**src/vex_consts.svh**
```systemverilog
`ifndef VEX_CONSTS_SVH
`define VEX_CONSTS_SVH

// lanes working side by side
`define VEX_NUM_LANES 4

// vector registers held in each lane bank
`define VEX_NUM_VREGS 8

// element and scalar width
`define VEX_XLEN 32

`endif

```
**src/vex_pkg.sv**
```systemverilog
`include "vex_consts.svh"

package vex_pkg;

    // one element or scalar operand
    typedef logic [`VEX_XLEN-1:0] word_t;

    // selects one of the vector registers
    typedef logic [$clog2(`VEX_NUM_VREGS)-1:0] vreg_idx_t;

    // lane ops, reductions last
    typedef enum logic [3:0] {
        VALU_ADD,
        VALU_SUB,
        VALU_AND,
        VALU_OR,
        VALU_XOR,
        VALU_MIN,
        VALU_MAX,
        VALU_MINU,
        VALU_MAXU,
        // mask-set compares, 0 or 1 per lane
        VALU_SEQ,
        VALU_SLT,
        VALU_MV,
        VALU_VID,
        VALU_REDSUM,
        VALU_REDMAX,
        VALU_REDAND
    } valu_op_e;

    // control that rides along with the lane results
    typedef struct packed {
        logic      valid;
        valu_op_e  op;
        vreg_idx_t vd;
    } vex_ctrl_t;

endpackage

```
**src/lane_op_if.sv**
```systemverilog
`timescale 1ns/1ps

// operand bundle for one lane, filled by operand_select
interface lane_op_if;

    // vs2 side
    vex_pkg::word_t opa;
    // vs1, rs1 or immediate
    vex_pkg::word_t opb;
    logic mask_bit;
    vex_pkg::valu_op_e op;
    logic valid;

    modport feed (
        output opa,
        output opb,
        output mask_bit,
        output op,
        output valid
    );

    modport lane (
        input opa,
        input opb,
        input mask_bit,
        input op,
        input valid
    );

endinterface

```
**src/vector_bank.sv**
```systemverilog
`timescale 1ns/1ps

`include "vex_consts.svh"

module vector_bank (
    input  logic              CLK,
    input  logic              rst_n,
    input  vex_pkg::vreg_idx_t rd_a,
    input  vex_pkg::vreg_idx_t rd_b,
    input  vex_pkg::vreg_idx_t wr_idx,
    input  logic              wr_en,
    input  vex_pkg::word_t    wr_data,
    output vex_pkg::word_t    dat_a,
    output vex_pkg::word_t    dat_b,
    output logic              v0_bit
);

    // this lane's slice of every vector register
    vex_pkg::word_t regs [`VEX_NUM_VREGS];

    // banks come out of reset holding zeros
    always_ff @(posedge CLK or negedge rst_n) begin
        if (!rst_n) begin
            for (int i = 0; i < `VEX_NUM_VREGS; i++) begin
                regs[i] <= '0;
            end
        end else if (wr_en) begin
            regs[wr_idx] <= wr_data;
        end
    end

    // read ports are combinational, no bypass from the write port
    assign dat_a = regs[rd_a];
    assign dat_b = regs[rd_b];

    // v0 bit 0 is this lane's mask bit
    assign v0_bit = regs[0][0];

endmodule

```
**src/operand_select.sv**
```systemverilog
`timescale 1ns/1ps

`include "vex_consts.svh"

module operand_select (
    input  vex_pkg::word_t                        rs1,
    input  logic [4:0]                            imm,
    input  logic                                  use_imm,
    input  logic                                  use_rs1,
    input  logic                                  mask_en,
    input  logic                                  issue,
    input  vex_pkg::valu_op_e                     op,
    // vs2 read data, lane 0 in the low word
    input  vex_pkg::word_t [`VEX_NUM_LANES-1:0]   src_a,
    // vs1 read data
    input  vex_pkg::word_t [`VEX_NUM_LANES-1:0]   src_b,
    input  logic [`VEX_NUM_LANES-1:0]             v0_bits,
    lane_op_if.feed                               lanes [`VEX_NUM_LANES]
);

    vex_pkg::word_t ext_imm;
    vex_pkg::word_t scalar_b;
    logic use_scalar;
    logic [`VEX_NUM_LANES-1:0] lane_mask;

    // 5-bit immediate is always sign-extended here
    assign ext_imm = {{(`VEX_XLEN-5){imm[4]}}, imm};

    // immediate wins over rs1 when both are set
    always_comb begin
        use_scalar = use_imm | use_rs1;
        scalar_b = rs1;
        if (use_imm) begin
            scalar_b = ext_imm;
        end
    end

    // unmasked ops see every lane enabled
    assign lane_mask = mask_en ? v0_bits : '1;

    genvar g;
    generate
        for (g = 0; g < `VEX_NUM_LANES; g++) begin : g_feed
            assign lanes[g].opa = src_a[g];
            // scalar broadcast or per-lane vs1
            assign lanes[g].opb = use_scalar ? scalar_b : src_b[g];
            assign lanes[g].mask_bit = lane_mask[g];
            assign lanes[g].op = op;
            assign lanes[g].valid = issue;
        end
    endgenerate

endmodule

```
**src/lane_alu.sv**
```systemverilog
`timescale 1ns/1ps

`include "vex_consts.svh"

module lane_alu #(
    parameter int LANE_IDX = 0
) (
    input  logic                 CLK,
    input  logic                 rst_n,
    lane_op_if.lane              lop,
    input  vex_pkg::vreg_idx_t   vd,
    output vex_pkg::word_t       res,
    output logic                 res_mask,
    output vex_pkg::vex_ctrl_t   ctrl
);

    localparam vex_pkg::word_t MOST_NEG = {1'b1, {(`VEX_XLEN-1){1'b0}}};

    vex_pkg::word_t alu_res;
    logic lt_s;
    logic lt_u;

    assign lt_s = $signed(lop.opa) < $signed(lop.opb);
    assign lt_u = lop.opa < lop.opb;

    always_comb begin
        alu_res = lop.opa;
        case (lop.op)
            vex_pkg::VALU_ADD:  alu_res = lop.opa + lop.opb;
            vex_pkg::VALU_SUB:  alu_res = lop.opa - lop.opb;
            vex_pkg::VALU_AND:  alu_res = lop.opa & lop.opb;
            vex_pkg::VALU_OR:   alu_res = lop.opa | lop.opb;
            vex_pkg::VALU_XOR:  alu_res = lop.opa ^ lop.opb;
            vex_pkg::VALU_MIN:  alu_res = lt_s ? lop.opa : lop.opb;
            vex_pkg::VALU_MAX:  alu_res = lt_s ? lop.opb : lop.opa;
            vex_pkg::VALU_MINU: alu_res = lt_u ? lop.opa : lop.opb;
            vex_pkg::VALU_MAXU: alu_res = lt_u ? lop.opb : lop.opa;
            // compares produce a single 0/1 per lane
            vex_pkg::VALU_SEQ:  alu_res = vex_pkg::word_t'(lop.opa == lop.opb);
            vex_pkg::VALU_SLT:  alu_res = vex_pkg::word_t'(lt_s);
            vex_pkg::VALU_MV:   alu_res = lop.opb;
            vex_pkg::VALU_VID:  alu_res = vex_pkg::word_t'(LANE_IDX);
            // masked-off lanes feed the fold's identity
            vex_pkg::VALU_REDSUM: begin
                alu_res = lop.mask_bit ? lop.opa : '0;
            end
            vex_pkg::VALU_REDMAX: begin
                alu_res = lop.mask_bit ? lop.opa : MOST_NEG;
            end
            vex_pkg::VALU_REDAND: begin
                alu_res = lop.mask_bit ? lop.opa : '1;
            end
            default: alu_res = lop.opa;
        endcase
    end

    // result word, captured every cycle
    always_ff @(posedge CLK) begin
        res <= alu_res;
    end

    always_ff @(posedge CLK or negedge rst_n) begin
        if (!rst_n) begin
            ctrl <= '0;
            res_mask <= 1'b0;
        end else begin
            ctrl.valid <= lop.valid;
            ctrl.op <= lop.op;
            ctrl.vd <= vd;
            // no write when nothing was issued
            res_mask <= lop.valid & lop.mask_bit;
        end
    end

endmodule

```
**src/result_collect.sv**
```systemverilog
`timescale 1ns/1ps

`include "vex_consts.svh"

module result_collect (
    input  logic                                      CLK,
    input  logic                                      rst_n,
    input  vex_pkg::word_t [`VEX_NUM_LANES-1:0]       lane_res,
    input  logic [`VEX_NUM_LANES-1:0]                 lane_mask,
    input  vex_pkg::vex_ctrl_t                        ctrl,
    output logic                                      res_valid,
    output vex_pkg::vreg_idx_t                        res_vd,
    output logic [`VEX_NUM_LANES*`VEX_XLEN-1:0]       res_data,
    output logic [`VEX_NUM_LANES-1:0]                 res_wmask,
    output vex_pkg::word_t                            red_res,
    output logic [`VEX_NUM_LANES-1:0]                 bank_wr_en
);

    localparam logic [`VEX_NUM_LANES-1:0] LANE0_ONLY = 1;

    logic is_red;
    vex_pkg::word_t red_sum;
    vex_pkg::word_t red_max;
    vex_pkg::word_t red_and;
    vex_pkg::word_t fold;
    logic [`VEX_NUM_LANES*`VEX_XLEN-1:0] merged;
    logic [`VEX_NUM_LANES-1:0] wmask;

    assign is_red = ctrl.op inside {vex_pkg::VALU_REDSUM, vex_pkg::VALU_REDMAX,
                                    vex_pkg::VALU_REDAND};

    // lanes already padded masked inputs with the identity
    always_comb begin
        red_sum = lane_res[0];
        red_max = lane_res[0];
        red_and = lane_res[0];
        for (int i = 1; i < `VEX_NUM_LANES; i++) begin
            red_sum = red_sum + lane_res[i];
            red_and = red_and & lane_res[i];
            if ($signed(lane_res[i]) > $signed(red_max)) begin
                red_max = lane_res[i];
            end
        end
    end

    always_comb begin
        case (ctrl.op)
            vex_pkg::VALU_REDSUM: fold = red_sum;
            vex_pkg::VALU_REDMAX: fold = red_max;
            vex_pkg::VALU_REDAND: fold = red_and;
            default:              fold = '0;
        endcase
    end

    // reductions land in lane 0 only
    always_comb begin
        merged = lane_res;
        wmask = lane_mask;
        if (is_red) begin
            merged = '0;
            merged[`VEX_XLEN-1:0] = fold;
            wmask = LANE0_ONLY;
        end
    end

    always_ff @(posedge CLK or negedge rst_n) begin
        if (!rst_n) begin
            res_valid <= 1'b0;
            res_wmask <= '0;
        end else begin
            res_valid <= ctrl.valid;
            res_wmask <= ctrl.valid ? wmask : '0;
        end
    end

    always_ff @(posedge CLK) begin
        res_vd <= ctrl.vd;
        res_data <= merged;
        red_res <= fold;
    end

    // write-back happens in the same cycle as res_valid
    assign bank_wr_en = res_wmask & {`VEX_NUM_LANES{res_valid}};

endmodule

```
**src/vex_top.sv**
```systemverilog
`timescale 1ns/1ps

`include "vex_consts.svh"

module vex_top (
    input  logic                                 CLK,
    input  logic                                 rst_n,
    input  logic                                 issue,
    input  vex_pkg::valu_op_e                    op,
    input  vex_pkg::vreg_idx_t                   vs1,
    input  vex_pkg::vreg_idx_t                   vs2,
    input  vex_pkg::vreg_idx_t                   vd,
    input  logic [4:0]                           imm,
    input  logic                                 use_imm,
    input  vex_pkg::word_t                       rs1,
    input  logic                                 use_rs1,
    input  logic                                 mask_en,
    output logic                                 res_valid,
    output vex_pkg::vreg_idx_t                   res_vd,
    output logic [`VEX_NUM_LANES*`VEX_XLEN-1:0]  res_data,
    output logic [`VEX_NUM_LANES-1:0]            res_wmask,
    output vex_pkg::word_t                       red_res
);

    vex_pkg::word_t [`VEX_NUM_LANES-1:0] vs2_dat;
    vex_pkg::word_t [`VEX_NUM_LANES-1:0] vs1_dat;
    vex_pkg::word_t [`VEX_NUM_LANES-1:0] lane_res;
    logic [`VEX_NUM_LANES-1:0] v0_bits;
    logic [`VEX_NUM_LANES-1:0] lane_mask;
    logic [`VEX_NUM_LANES-1:0] bank_wr_en;
    // all lanes carry the same control, lane 0 drives the collector
    vex_pkg::vex_ctrl_t lane_ctrl [`VEX_NUM_LANES];

    lane_op_if lane_ops [`VEX_NUM_LANES] ();

    genvar g;
    generate
        for (g = 0; g < `VEX_NUM_LANES; g++) begin : g_bank
            vector_bank i_vector_bank (
                .CLK(CLK), .rst_n(rst_n),
                .rd_a(vs2), .rd_b(vs1),
                .wr_idx(res_vd), .wr_en(bank_wr_en[g]),
                .wr_data(res_data[g*`VEX_XLEN +: `VEX_XLEN]),
                .dat_a(vs2_dat[g]), .dat_b(vs1_dat[g]),
                .v0_bit(v0_bits[g])
            );
        end
    endgenerate

    operand_select i_operand_select (
        .rs1(rs1), .imm(imm), .use_imm(use_imm), .use_rs1(use_rs1),
        .mask_en(mask_en), .issue(issue), .op(op),
        .src_a(vs2_dat), .src_b(vs1_dat), .v0_bits(v0_bits),
        .lanes(lane_ops)
    );

    generate
        for (g = 0; g < `VEX_NUM_LANES; g++) begin : g_lane
            lane_alu #(.LANE_IDX(g)) i_lane_alu (
                .CLK(CLK), .rst_n(rst_n), .lop(lane_ops[g]), .vd(vd),
                .res(lane_res[g]), .res_mask(lane_mask[g]), .ctrl(lane_ctrl[g])
            );
        end
    endgenerate

    result_collect i_result_collect (
        .CLK(CLK), .rst_n(rst_n),
        .lane_res(lane_res), .lane_mask(lane_mask), .ctrl(lane_ctrl[0]),
        .res_valid(res_valid), .res_vd(res_vd), .res_data(res_data),
        .res_wmask(res_wmask), .red_res(red_res), .bank_wr_en(bank_wr_en)
    );

endmodule

```
**config.mk**
```make
export PLATFORM = sky130hd
export DESIGN_NAME = vex_top
export DESIGN_NICKNAME = d
export VERILOG_FILES = /design/src/vex_pkg.sv /design/src/lane_op_if.sv /design/src/vector_bank.sv /design/src/operand_select.sv /design/src/lane_alu.sv /design/src/result_collect.sv /design/src/vex_top.sv
export VERILOG_INCLUDE_DIRS = /design/src
export SDC_FILE = /design/constraint.sdc
export NUM_CORES = 2
export LEC_CHECK = 0
export ABC_AREA = 0
export BUFFER_PORTS_ARGS = -buffer_cell sky130_fd_sc_hd__buf_4
export CAP_MARGIN = 20
export CORE_MARGIN = 2
export CORE_UTILIZATION = 40
export DETAILED_ROUTE_END_ITERATION = 6
export GPL_ROUTABILITY_DRIVEN = 0
export PLACE_DENSITY = 0.53
export SETUP_SLACK_MARGIN = 0.5
export SLEW_MARGIN = 0
export SYNTH_ARGS = -nofsm -noshare
export SYNTH_HDL_FRONTEND = slang
export SYNTH_SLANG_ARGS = --single-unit
```
**constraint.sdc**
```tcl
create_clock -name CLK -period 18.3 [get_ports CLK]
set_clock_uncertainty 0.1 [all_clocks]
set_input_delay 2.745 -clock CLK [delete_from_list [all_inputs] [get_ports CLK]]
set_output_delay 2.745 -clock CLK [all_outputs]
set_load 0.005 [all_outputs]
```
* Yosys cells after proc, flatten, opt, wreduce, memory -nomap -nowiden *
Cells that the tools add are included.

storage, ports and cells
  word-level logic and storage cells = 199
  bits in read-only memories = 0
  output and inout port bits = 168
  bits of input ports = 56
  RAM bits = 0
  register bits after elaboration = 1,332
  bits in latches = 0
  memories = 0

cells by class
  multiplexer cells = 75
  shift operators = 0
  eq/ne operators = 22
  $add $sub $neg = 11
  $lt $le $gt $ge = 15
  multipliers = 0
  bitwise gates (word level) = 24
  div/mod/pow operators = 0
  reductions and logical operators = 3

operators with widths
  operator                                                         count
  32-bit one-hot mux with 16 select lines                          4
  32-bit two-way mux                                               54
  256-bit bitwise mux                                              4
  32-bit binary-select mux with 3-bit select                       8
  32-bit < comparator                                              8
  32-bit adder                                                     7
  32-bit bitwise AND                                               7
  32-bit == test                                                   4
  32-bit OR                                                        4
  32-bit subtractor                                                4
  32-bit XOR                                                       4
  32-bit demux with 3-bit select                                   1
  32-bit > comparator                                              3
  32-bit one-hot mux with 3 select lines                           1
  4-bit == test, second input constant                             11
  4-bit by 3-bit == test with 1-bit output, second input constant  4
  4-bit greater-or-equal comparator, second input constant         3
  4-bit two-way mux                                                3
  3-bit NOT with 4-bit output                                      3
  4-bit by 2-bit == test with 1-bit output, second input constant  2
  1-bit bitwise AND                                                4
  4-bit bitwise AND                                                1
  4-bit by 1-bit == test with 1-bit output, second input constant  1
  4-bit logical NOT                                                1
  other kinds (4)                                                  4

* Longest topological paths before layout *
  depth in word-level cells = 8
  mapped depth = 38
  mapped depth without buffers = 33

* Modules after synthesis *
Synthesis repeated with hierarchy kept, for this count alone.

unflattened totals
  cells, all modules = 8,636
  area, all modules = 97,672.4 sq um

modules (own cells, without submodules)
  module                            area an instance (sq um)  times used  sequential area each (sq um)  cells each
  vector_bank                       13,713.2                  4           6,406.1                       779
  result_collect                    12,062.8                  1           3,388.2                       1,271
  lane_alu at g_lane[2].i_lane_alu  7,019.2                   1           865.8                         968
  lane_alu at g_lane[3].i_lane_alu  6,864.1                   1           865.8                         960
  lane_alu at g_lane[1].i_lane_alu  6,582.6                   1           865.8                         933
  lane_alu at g_lane[0].i_lane_alu  6,515.0                   1           865.8                         910
  operand_select                    3,776.1                   1           0.0                           478

* Worst setup path after synthesis *
OpenSTA, ideal clock, no wires.

  kind = input-to-reg
  from = in vs2[0]
  to = reg g_lane[2].i_lane_alu.res[8]
  buffers on the path = 7
  data required time = 18,067 ps
  arrival = 8,431 ps
  stages on the path = 22
  setup slack = 9,637 ps
  setup time = 133 ps
  cells stage by stage = clkbuf_1 -> buf_2 -> buf_1 -> buf_1 -> buf_2 -> mux4_2 -> mux2i_1 -> ha_1 -> fa_1 -> o21bai_1 -> a21oi_1 -> o31ai_1 -> a211oi_1 -> nor4_2 -> or2_1 -> buf_4 -> a21oi_1 -> o22ai_1 -> a21oi_2 -> clkbuf_1 -> nor2_1 -> a2bb2oi_1

between the ends
  longest elaborated chain between the ends = 7
  elaborated cells on any way between the ends = 19
  classes of those cells = add/sub: 2; order compare: 2; mux: 11; bitwise: 4

ends and longest elaborated chain
  element                                                  line                            RTL
  start: declaration                                       vex_top.sv:11                   input vex_pkg::vreg_idx_t vs2,
  3-bit NOT with 4-bit output (not written as such) *      vector_bank.sv:33               assign dat_a = regs[rd_a];
  32-bit binary-select mux with 3-bit select *             vector_bank.sv:33
  32-bit two-way mux (not written as such) * (2 in a row)  vector_bank.sv:33
  32-bit < comparator, on equally long branches            lane_alu.sv:24, lane_alu.sv:23
  32-bit two-way mux, on equally long branches             --
  32-bit one-hot mux with 16 select lines *                lane_alu.sv:28                  case (lop.op)
  net g_lane[2].i_lane_alu.alu_res[8]                      lane_alu.sv:19                  vex_pkg::word_t alu_res;
  end signal: assignment                                   lane_alu.sv:59                  res <= alu_res;
  end: declaration                                         lane_alu.sv:12                  output vex_pkg::word_t res,

Mark *: on every way through the listed nets, which the timed path passes. The rest lies on a longest branch. The select of a mux whose other input is x is not followed.
A chain may end at the register's enable or synchronous reset.

* Worst setup path in the final report *
  from = reg g_lane[0].i_lane_alu.res[24]
  to = reg i_result_collect.res_data[4]

between the ends
  longest elaborated chain between the ends = 8

ends and longest elaborated chain
  element                                   line                  RTL
  start: declaration                        lane_alu.sv:12
  start signal: assignment                  lane_alu.sv:59
  32-bit > comparator                       result_collect.sv:40  if ($signed(lane_res[i]) > $signed(red_max)) begin
  32-bit two-way mux *                      result_collect.sv:40
  32-bit > comparator                       result_collect.sv:40
  32-bit two-way mux *                      result_collect.sv:40
  32-bit > comparator                       result_collect.sv:40
  32-bit two-way mux *                      result_collect.sv:40
  32-bit one-hot mux with 3 select lines *  result_collect.sv:47  case (ctrl.op)
  net i_result_collect.fold[4]              result_collect.sv:25  vex_pkg::word_t fold;
  32-bit two-way mux *                      result_collect.sv:59  if (is_red) begin
  net i_result_collect.merged[4]            result_collect.sv:26  logic [`VEX_NUM_LANES*`VEX_XLEN-1:0] merged;
  end signal: assignment                    result_collect.sv:78  res_data <= merged;
  end: declaration                          result_collect.sv:13  output logic [`VEX_NUM_LANES*`VEX_XLEN-1:0] res_data,

Mark *: on every way through the listed nets, which the timed path passes. The rest lies on a longest branch.

==> results.json <==
{
  "antenna_found_initial": 38,
  "ios": 224,
  "layout_min_cycle_time_ns": 10.44,
  "ctsLongestPathBuffers": 3,
  "die_area_um2": 227000,
  "synthCells": 7923,
  "die_h_um": 477,
  "avgSynthCellArea_um2": 11.3,
  "cts_resized": 0,
  "hold_violations": 0,
  "synth_top_cell_area_share_pct": 29.2,
  "synth_area_leaders": "dfrtp_1 (29%), mux2_2 (15%), mux4_2 (13%)",
  "die_w_um": 477,
  "rsz0062_at_grt": "no",
  "final_cell_mix": "mux2_2 (1,155), dfrtp_1 (1,041), ha_1 (543), mux4_2 (512), a21oi_1 (458)",
  "status": "complete, but fails checks",
  "start_util_pct": 40.2,
  "synthArstFlopShare_pct": 78.2,
  "drc": 6,
  "wl_per_cell_um": 31.4,
  "rrSetupSlack_ns": 7.86,
  "r2r_start": "g_lane[0].i_lane_alu.res[24]",
  "ys.flop_type": "dfrtp_1",
  "arrival_ns": 11.05,
  "grt_util_all_layers_pct": 30.2,
  "crit_fanout": 51,
  "synthDistinctLibCells": 92,
  "dp.final_hpwl_um": 243000,
  "tightestPinTransition_ns": 1.21,
  "core_area_um2": 222000,
  "holdCritPathClass": "reg -> reg",
  "setup_tns_ns": 0,
  "syn_nets": 8592,
  "violations": "design-rule violations",
  "drt_pre_antenna_iters": 7,
  "max-vdd-ir-drop_v": 0.000123,
  "r2r_cells": 32,
  "n_fill_cell": 20600,
  "finalCritPeriodShare_pct": 57.0,
  "clk_pin_slew_ns": 0.07,
  "cts_hold_buf": 0,
  "post-cts-setup-buffers": 0,
  "num_vias": 70300,
  "cts_tree": "done",
  "synth-edff-count": 0,
  "crit_required_ns": 18.91,
  "post_drt_via_cell_ratio": 6.30,
  "worstSetupPathType": "reg -> reg",
  "drt_iter0_markers": 7272,
  "yosysWarnings": 0,
  "yosys.area.top_type": "dfrtp_1",
  "fin_nets": 8703,
  "setup.worst_path.start_class": "flop",
  "yosys_register_bits": 1332,
  "power.leakage_nw": 45.9,
  "cp_slowest_cell": "mux2_2",
  "startpoint": "g_lane[0].i_lane_alu.res[24]",
  "cpPeakStageDelay_ns": 0.92,
  "setup_viol": 0,
  "clock-sinks": 1332,
  "syn_area_um2": 89300,
  "grt_overflow": 0,
  "drv_cap": 0,
  "drv_slew": 0,
  "wirelength_um": 351000,
  "grt_pass1_wl_um": 503000,
  "h-tree-depth": 4,
  "ant_nets": 0,
  "area_delta_synth_final_pct": 12.7,
  "port_buffers": 223,
  "power.total_mw": 11.2,
  "holdPathStages": 0,
  "max_freq_ghz": 0.0958,
  "grt_pass1_vias": 69600,
  "layout-drive-gt1-share_pct": 30.0,
  "r2r-end": "i_result_collect.res_data[4]",
  "grt_max_degree": 165,
  "cts_root_buf": "clkbuf_16",
  "cts_buffers": 160,
  "num_rows": 173,
  "holdPathEnd": "i_result_collect.res_vd[1]",
  "end_kind": "flop",
  "final_common_cell": "mux2_2",
  "ys_seq_area_share_pct": 35.7,
  "max_slew_margin_pct": 19.0,
  "clk_latency_ns": 0.87,
  "powerDensity_nw_per_um2": 111,
  "holdCritStartpoint": "g_lane[0].i_lane_alu.ctrl[1]"
}
## flip-flops by register name, indices dropped and copies added (netlist names)
| name | cells |
|---|---|
| g_bank.i_vector_bank.v0_bit | 4 |
| g_lane.i_lane_alu.ctrl | 8 |
| g_bank.i_vector_bank.regs | 1020 |
| g_lane.i_lane_alu.res_mask | 4 |
| g_lane.i_lane_alu.res | 128 |
| i_result_collect.res_wmask | 4 |
| i_result_collect.res_vd | 3 |
| i_result_collect.red_res | 32 |
| i_result_collect.res_data | 128 |
| i_result_collect.res_valid | 1 |
## cells by family after synthesis
kind of cell	synth area share [%]
multiplexers	29.6
AO/OA/AOI/OAI	12.9
flip-flops	35.7
AND/OR/NAND/NOR	6.79
buffers and inverters	3.85
adder cells (fa/ha/maj)	9.20
XOR/XNOR	1.96
## cell usage after synthesis (all sizes together), types with 19 or more instances
| master | n |
|---|---|
| nand4 | 41 |
| a211oi | 53 |
| dfrtp | 1041 |
| o221ai | 80 |
| or2 | 22 |
| nor2 | 383 |
| buf | 103 |
| nand2b | 57 |
| xor2 | 73 |
| ha | 543 |
| a211o | 25 |
| mux2i | 189 |
| a21boi | 27 |
| nand2 | 305 |
| o211ai | 84 |
| o22ai | 36 |
| o2111ai | 43 |
| a21oi | 472 |
| nand3 | 87 |
| o31ai | 26 |
| a221oi | 58 |
| or3 | 20 |
| and3 | 48 |
| a221o | 19 |
| fa | 70 |
| nor3 | 71 |
| xnor2 | 127 |
| nor4 | 32 |
| o21ai | 370 |
| clkbuf | 356 |
| o21a | 30 |
| dfxtp | 291 |
| nor2b | 45 |
| mux2 | 1155 |
| a21o | 166 |
| o21bai | 48 |
| a31oi | 27 |
| inv | 445 |
| a22oi | 57 |
| and2 | 111 |
| mux4 | 512 |
## power by group
group	internal, mW	total (mW)	switching, mW
registers	3.35	3.89	0.541
logic	1.64	3.82	2.19
clock network	2.04	3.45	1.41
total	7.03	11.2	4.14
## area by class of cell
class	count	area, um^2	area share [%]
Antenna cell	27	67.6	0.0671
Clock buffer	231	4610	4.58
Clock inverter	69	1050	1.05
Inverter	446	1670	1.66
Multi-Input combinational cell	5686	54500	54.1
Sequential cell	1332	31900	31.7
Tap cell	2975	3720	3.70
Timing Repair Buffer	408	3190	3.16
## per-layer routing
layer	global-route usage (%)	wire [um]	up-vias
met4	17.0	21000	16
met5	0	109	-
met3	8.04	33300	795
li1	-	-	30000
met1	40.0	145000	36300
met2	44.6	152000	3265
## worst max path at each step
stage,endpoint,cells past startpoint
6_report,i_result_collect.res_data[4],32
5_1_grt,i_result_collect.res_data[4],32
4_1_cts,i_result_collect.res_data[4],32
3_5_place_dp,g_lane[1].i_lane_alu.res[30],19
3_3_place_gp,g_lane[1].i_lane_alu.res[23],19
2_1_floorplan,g_lane[2].i_lane_alu.res[8],22
## per-stage QoR
step / cells / setup WS (ns) / hold slack (ns) / util [%] / instance area [um^2]
6_report: 11200 / 7.86 / 0.242 / 45.3 / 101000
5_1_grt: 11200 / 7.25 / 0.257 / 45.3 / 101000
4_1_cts: 11100 / 8.05 / 0.242 / 45.3 / 101000
3_5_place_dp: 10800 / 7.87 / 0.229 / 42.7 / 94900
3_3_place_gp: 10800 / 7.83 / 0.225 / 42.7 / 94900
2_1_floorplan: 7923 / 9.64 / 0.224 / - / 89300
## worst max-delay path: cells and delay by family (launching register included)
| kind | cells | cell delay, ns |
|---|---|---|
| AOI/OAI and AO/OA | 14 | 3.24 |
| muxes | 5 | 2.19 |
| and+or+nand+nor | 7 | 2.13 |
| buffers and inverters | 3 | 1.04 |
| adders and majority gates | 3 | 0.90 |
| DFF | 1 | 0.60 |
(Power assumes the default switching activity.)
